--- src/logic/cpu_memory_pkg.sv ---
`default_nettype none

package cpu_memory_pkg;

	// ********************
	// Datapath
	// ********************

	localparam int DATA_WIDTH = 32;	// Addresses and data words
	localparam int TAG_WIDTH = 8;	// Pipeline tag

	// ********************
	// Access widths
	// ********************

	// Size of the access in bytes
	localparam logic [2:0] WIDTH_BYTE = 3'd1;
	localparam logic [2:0] WIDTH_HALF = 3'd2;
	localparam logic [2:0] WIDTH_WORD = 3'd4;

	// ********************
	// Address map
	// ********************

	// SDRAM window matched against address bits 31..28
	localparam logic [3:0] CACHEABLE_REGION = 4'h2;

endpackage

`default_nettype wire

--- src/logic/cpu_memory_stage.sv ---
`timescale 1ns/1ns
`default_nettype none

module cpu_memory_stage import cpu_memory_pkg::*; (
	input wire i_clock,
	input wire i_reset,

	// Execute stage side
	input wire [TAG_WIDTH-1:0] i_tag,
	input wire i_mem_read,
	input wire i_mem_write,
	input wire i_mem_flush,
	input wire [2:0] i_mem_width,
	input wire i_mem_signed,
	input wire [DATA_WIDTH-1:0] i_mem_address,
	input wire [DATA_WIDTH-1:0] i_rd,
	input wire [4:0] i_inst_rd,

	output wire o_busy,
	output logic [TAG_WIDTH-1:0] o_tag,
	output logic [DATA_WIDTH-1:0] o_rd,
	output logic [4:0] o_inst_rd,

	// Data cache side
	output logic o_dc_request,
	output logic o_dc_rw,
	output logic o_dc_flush,
	output wire [DATA_WIDTH-1:0] o_dc_address,
	output logic [DATA_WIDTH-1:0] o_dc_wdata,
	input wire i_dc_ready,
	input wire [DATA_WIDTH-1:0] i_dc_rdata
);

	typedef enum logic [2:0] {
		IDLE,
		READ,
		WRITE_WORD,
		RMW_READ,
		RMW_WRITE,
		FLUSH
	} state_t;

	state_t state;
	state_t next_state;
	logic complete;
	logic [DATA_WIDTH-1:0] rmw_rdata;
	logic [DATA_WIDTH-1:0] load_value;

	wire new_op = (i_tag != o_tag);
	wire [4:0] lane_shift = {i_mem_address[1:0], 3'b000};

	// Lane extraction for loads
	wire [DATA_WIDTH-1:0] rdata_shifted = i_dc_rdata >> lane_shift;
	wire [7:0] rdata_byte = rdata_shifted[7:0];
	wire [15:0] rdata_half = rdata_shifted[15:0];

	// Lane merge for sub-word stores
	wire [DATA_WIDTH-1:0] lane_mask =
		((i_mem_width == WIDTH_BYTE) ? 32'h0000_00ff : 32'h0000_ffff) << lane_shift;
	wire [DATA_WIDTH-1:0] merged_wdata =
		(rmw_rdata & ~lane_mask) | ((i_rd << lane_shift) & lane_mask);

	assign o_busy = new_op && (i_mem_read || i_mem_write || i_mem_flush);
	assign o_dc_address = {i_mem_address[DATA_WIDTH-1:2], 2'b00};

	always_comb begin
		case (i_mem_width)
			WIDTH_WORD: load_value = i_dc_rdata;
			WIDTH_HALF: load_value = {{16{i_mem_signed & rdata_half[15]}}, rdata_half};
			WIDTH_BYTE: load_value = {{24{i_mem_signed & rdata_byte[7]}}, rdata_byte};
			default: load_value = '0;
		endcase
	end

	// ********************
	// Control
	// ********************

	always_comb begin
		next_state = state;
		complete = 1'b0;
		o_dc_request = 1'b0;
		o_dc_rw = 1'b0;
		o_dc_flush = 1'b0;
		o_dc_wdata = i_rd;

		case (state)
			IDLE: begin
				if (new_op) begin
					if (i_mem_read) begin
						o_dc_request = 1'b1;
						next_state = READ;
					end else if (i_mem_write) begin
						o_dc_request = 1'b1;
						if (i_mem_width == WIDTH_WORD) begin
							o_dc_rw = 1'b1;
							next_state = WRITE_WORD;
						end else begin
							next_state = RMW_READ;	// Bus only takes whole words
						end
					end else if (i_mem_flush) begin
						o_dc_request = 1'b1;
						o_dc_flush = 1'b1;
						next_state = FLUSH;
					end else begin
						complete = 1'b1;	// Pass-through
					end
				end
			end

			READ, RMW_READ: begin
				o_dc_request = 1'b1;
				if (i_dc_ready)
					next_state = (state == READ) ? IDLE : RMW_WRITE;
				complete = i_dc_ready && (state == READ);
			end

			WRITE_WORD, RMW_WRITE: begin
				o_dc_request = 1'b1;
				o_dc_rw = 1'b1;
				if (state == RMW_WRITE)
					o_dc_wdata = merged_wdata;
				if (i_dc_ready) begin
					complete = 1'b1;
					next_state = IDLE;
				end
			end

			FLUSH: begin
				o_dc_request = 1'b1;
				o_dc_flush = 1'b1;
				if (i_dc_ready) begin
					complete = 1'b1;
					next_state = IDLE;
				end
			end

			default: next_state = IDLE;
		endcase
	end

	always_ff @(posedge i_clock) begin
		if (i_reset) begin
			state <= IDLE;
			o_tag <= '0;
			o_rd <= '0;
			o_inst_rd <= '0;
		end else begin
			state <= next_state;
			if (complete) begin
				o_tag <= i_tag;
				o_rd <= (state == READ) ? load_value : i_rd;
				o_inst_rd <= i_inst_rd;
			end
		end
	end

	// Word read back for the merge
	always_ff @(posedge i_clock) begin
		if (state == RMW_READ && i_dc_ready)
			rmw_rdata <= i_dc_rdata;
	end

endmodule

`default_nettype wire

--- config.mk ---
export PLATFORM = sky130hd
export DESIGN_NAME = cpu_memory_stage
export DESIGN_NICKNAME = d
export VERILOG_FILES = /design/src/logic/cpu_memory_pkg.sv /design/src/logic/cpu_memory_stage.sv
export SDC_FILE = /design/constraint.sdc
export NUM_CORES = 1
export LEC_CHECK = 0
export ABC_AREA = 1
export BUFFER_PORTS_ARGS = -buffer_cell sky130_fd_sc_hd__buf_4
export CAP_MARGIN = 20
export CORE_MARGIN = 4
export CORE_UTILIZATION = 30
export DETAILED_ROUTE_END_ITERATION = 6
export PLACE_DENSITY = 0.57
export SYNTH_ARGS = -nofsm -noshare
export SYNTH_HDL_FRONTEND = slang
export SYNTH_SLANG_ARGS = --single-unit
--- constraint.sdc ---
create_clock -name i_clock -period 3.8 [get_ports i_clock]
set_clock_uncertainty 0.1 [all_clocks]
set_input_delay 0.38 -clock i_clock [delete_from_list [all_inputs] [get_ports i_clock]]
set_output_delay 0.38 -clock i_clock [all_outputs]
set_load 0.01 [all_outputs]
==> results.rst <==
.. list-table::
   :header-rows: 1

   * - Metric
     - Value
   * - Status
     - finished, final reports clean
   * - Number of enable-type register cells in the synthesized netlist
     - 32
   * - Static leakage power
     - 3.663 nW
   * - Share of async-settable or async-resettable flops after synthesis
     - 0
   * - Area growth from synthesis to final layout
     - 26.36%
   * - Largest net degree at the start of global routing
     - 47
   * - Hold bufs inserted after CTS
     - 0
   * - Total number of placement rows
     - 49
   * - Antenna cell count
     - 0
   * - Period minus WS final
     - 2729 ps
   * - Element type at the critical path end
     - primary output
   * - Portion of the post-synthesis area used by sequential elements
     - 0.3473
   * - Wire length of the first global-routing pass
     - 29840 µm
   * - Dominant cell by count in the synthesized netlist
     - sky130_fd_sc_hd__nand2_1
   * - Die area
     - 20680 µm²
   * - Cells after Synth
     - 861
   * - Synth top area cells
     - sky130_fd_sc_hd__dfxtp_1 (17%), sky130_fd_sc_hd__edfxtp_1 (17%), sky130_fd_sc_hd__nand2_1 (16%), sky130_fd_sc_hd__nor2_1 (11%), sky130_fd_sc_hd__inv_1 (5.8%)
   * - Number of hold-slack violations in the final timing report
     - 0
   * - Arrival time reported for the critical path endpoint
     - about 2300 ps
   * - Horizontal die dimension
     - between 100 and 150 µm
   * - Starting Density
     - 0.3070
   * - CTS tree
     - done
   * - Post-Route Setup TNS
     - 0 ps
   * - Total vias in the final route
     - 5746
   * - Share of the clock period used by the worst path after layout
     - 0.7181
   * - DPL Wire Length
     - 15480 µm
   * - Max transition margin
     - 0.4828
   * - Mean number of vias per cell
     - around 4.8
   * - TritonRoute pass-1 iters
     - 5
   * - Worst setup slack for register-to-register paths
     - 1150 ps
   * - Most numerous cell types in the synthesized netlist
     - sky130_fd_sc_hd__nand2_1 (239), sky130_fd_sc_hd__nor2_1 (157), sky130_fd_sc_hd__inv_1 (86), sky130_fd_sc_hd__nand3_1 (52), sky130_fd_sc_hd__a21oi_1 (51)
   * - Crit start category
     - flip-flop
   * - Pwr per Cell Area
     - 465.7 nW/µm²
   * - Total power
     - between 3 and 4 mW
   * - Placer Congestion
     - 0.9402
   * - Cell type with the largest total area after synthesis
     - sky130_fd_sc_hd__dfxtp_1
   * - Max FO, Critical Path
     - 41
   * - Maxcap violations
     - 0
   * - Total detailed-routing wirelength
     - between 20000 and 25000 µm
   * - Area share of the largest cell type after synthesis
     - 0.1736
   * - Count of antenna-violating nets left after detailed routing
     - 0
   * - Fillers
     - 2025
   * - Overall routing resource usage
     - 0.1881
   * - Area of the mapped netlist
     - 5534 µm²
   * - Number of different library cells in the post-synthesis netlist
     - 31
   * - Total DRC errors in the routed layout
     - 0
   * - Area of the core
     - between 15000 and 20000 µm²
   * - Main synth FF type
     - sky130_fd_sc_hd__dfxtp_1
   * - YS warnings
     - 0
   * - Overflow after GRT
     - 0
   * - Path type of the worst setup path
     - reg -> out
   * - Least-Margin Pin Slew
     - roughly 770 ps
   * - H-tree levels
     - 3
   * - Die outline height
     - 143.8 µm
   * - Area used by sequential logic in the layout
     - 1922 µm²
   * - Type of the most critical hold path
     - in -> reg
   * - # setup viols final
     - 0
   * - Iteration-0 DRC count of the detailed router
     - 575
   * - Post-Synthesis Mean Instance Area
     - 6.427 µm²
   * - Clock sink count
     - 80
   * - Number of placed I/O pins
     - about 230
   * - Final layout net count
     - roughly 1100
   * - Area of the multi-input gates
     - 2809 µm²
   * - Clock transition time at the flip-flop clock pins of the worst setup and hold paths
     - 60 ps
   * - Post-synthesis sequential element count
     - 80
   * - Latest clock arrival within the worst-skew pair
     - 340 ps
   * - Largest buffer count on any clock path
     - 2
   * - Share of cells above drive strength 1
     - 0.2173
   * - Total of cells resized after clock tree synthesis
     - 0
   * - Routed wire length per instance
     - 16.60 µm
   * - Worst IR drop on VDD
     - 0.0002382 V
   * - Buffers on Ports
     - 169
   * - Initial antenna violation count
     - 0
   * - Worst path required time
     - around 3300 ps
   * - Maximum operating frequency
     - around 370 MHz
   * - Unrepaired setup endpoints after global routing
     - false
   * - Number of buffers added by the clock tree synthesis step
     - 9
   * - Total count of max-transition violations in the final report
     - 0
   * - Postcts setup bufs
     - 0
   * - Clock tree root driver cell
     - sky130_fd_sc_hd__clkbuf_16
   * - Number of global-route vias before repair
     - 5234
## logic make-up after synthesis
group	synth area share
buffers and inverters	0.1472
and+or+nand+nor	0.3979
other	0.0006776
xor gates and xnor gates	0.004749
AOI/OAI and AO/OA	0.1022
DFF	0.3473
## routing by layer
layer | up-vias | wire length [µm] | track usage
met5 | - | 0 | 0
met4 | 0 | 263 | 0.05005
met3 | 16 | 1413 | 0.04659
met2 | 207 | 9370 | 0.3013
met1 | 2599 | 9016 | 0.2534
li1 | 2924 | - | -
## cell type report
cell class	count	share of cell area
well taps	229	0.04097
flip-flops and latches	80	0.2748
clock inverters	5	0.008588
inverters	95	0.05099
multi-input cells	615	0.4017
clock buffers	11	0.03614
repair buffers	174	0.1868
## power breakdown
part | internal [mW] | switching [mW] | total (mW)
logic | 0.517 | 0.730 | 1.25
clock network | 0.550 | 0.370 | 0.921
registers | 1.02 | 0.0700 | 1.09
total | 2.09 | 1.17 | 3.26
## registers in the layout, indices dropped and copies added, names as in the netlist
signal     count
o_rd          32
rmw_rdata     32
o_tag          8
o_inst_rd      5
state          3
## stage by stage
stage	instances	instance area, µm²	hold slack, ps	util	worst slack [ps]
final	1209	6993	120.0	0.3880	1071
after global routing	1209	6993	106.6	0.3880	815.4
after floorplan	862	5538	349.1	-	504.2
after detailed placement	1193	6680	418.0	0.3706	1138
after CTS	1209	6993	107.1	0.3880	1035
after global placement	1193	6680	427.2	0.3706	1189
## path summary, 6_finish.rpt
check	from	end	depth (start not counted)
setup reg to reg	state[2]	o_inst_rd[3]	10
hold / removal	i_reset	state[0]	2
hold reg to reg	state[2]	state[2]	2
setup / recovery	state[1]	o_dc_wdata[6]	8
## worst max-delay path, cell delays in order (launching register included)
cell and delay (ps):
sky130_fd_sc_hd__dfxtp_1 350, sky130_fd_sc_hd__inv_2 140, sky130_fd_sc_hd__nand2_1 120, sky130_fd_sc_hd__nor2_2 110
sky130_fd_sc_hd__buf_4 360, sky130_fd_sc_hd__nand2_1 380, sky130_fd_sc_hd__nor2_1 220, sky130_fd_sc_hd__a21oi_1 60
sky130_fd_sc_hd__buf_4 160
## layout by cell type (no fill, tap or decap), types with 2 or more instances in the layout
cell and count:
sky130_fd_sc_hd__a21oi_1 51, sky130_fd_sc_hd__buf_4 174, sky130_fd_sc_hd__clkbuf_16 9, sky130_fd_sc_hd__clkbuf_8 2, sky130_fd_sc_hd__conb_1 2, sky130_fd_sc_hd__dfxtp_1 48
sky130_fd_sc_hd__edfxtp_1 32, sky130_fd_sc_hd__inv_1 86, sky130_fd_sc_hd__inv_2 8, sky130_fd_sc_hd__inv_4 2, sky130_fd_sc_hd__inv_6 2, sky130_fd_sc_hd__nand2_1 239
sky130_fd_sc_hd__nand2_2 3, sky130_fd_sc_hd__nand2_4 3, sky130_fd_sc_hd__nand3_1 52, sky130_fd_sc_hd__nand3_2 2, sky130_fd_sc_hd__nand3b_1 41, sky130_fd_sc_hd__nand4_1 4
sky130_fd_sc_hd__nor2_1 156, sky130_fd_sc_hd__nor2_2 3, sky130_fd_sc_hd__nor2_4 2, sky130_fd_sc_hd__nor3_2 2, sky130_fd_sc_hd__o211ai_1 7, sky130_fd_sc_hd__o21ai_0 35
sky130_fd_sc_hd__o221ai_1 7, sky130_fd_sc_hd__xnor2_1 3
No activity file was read; power rests on OpenSTA's default activity.
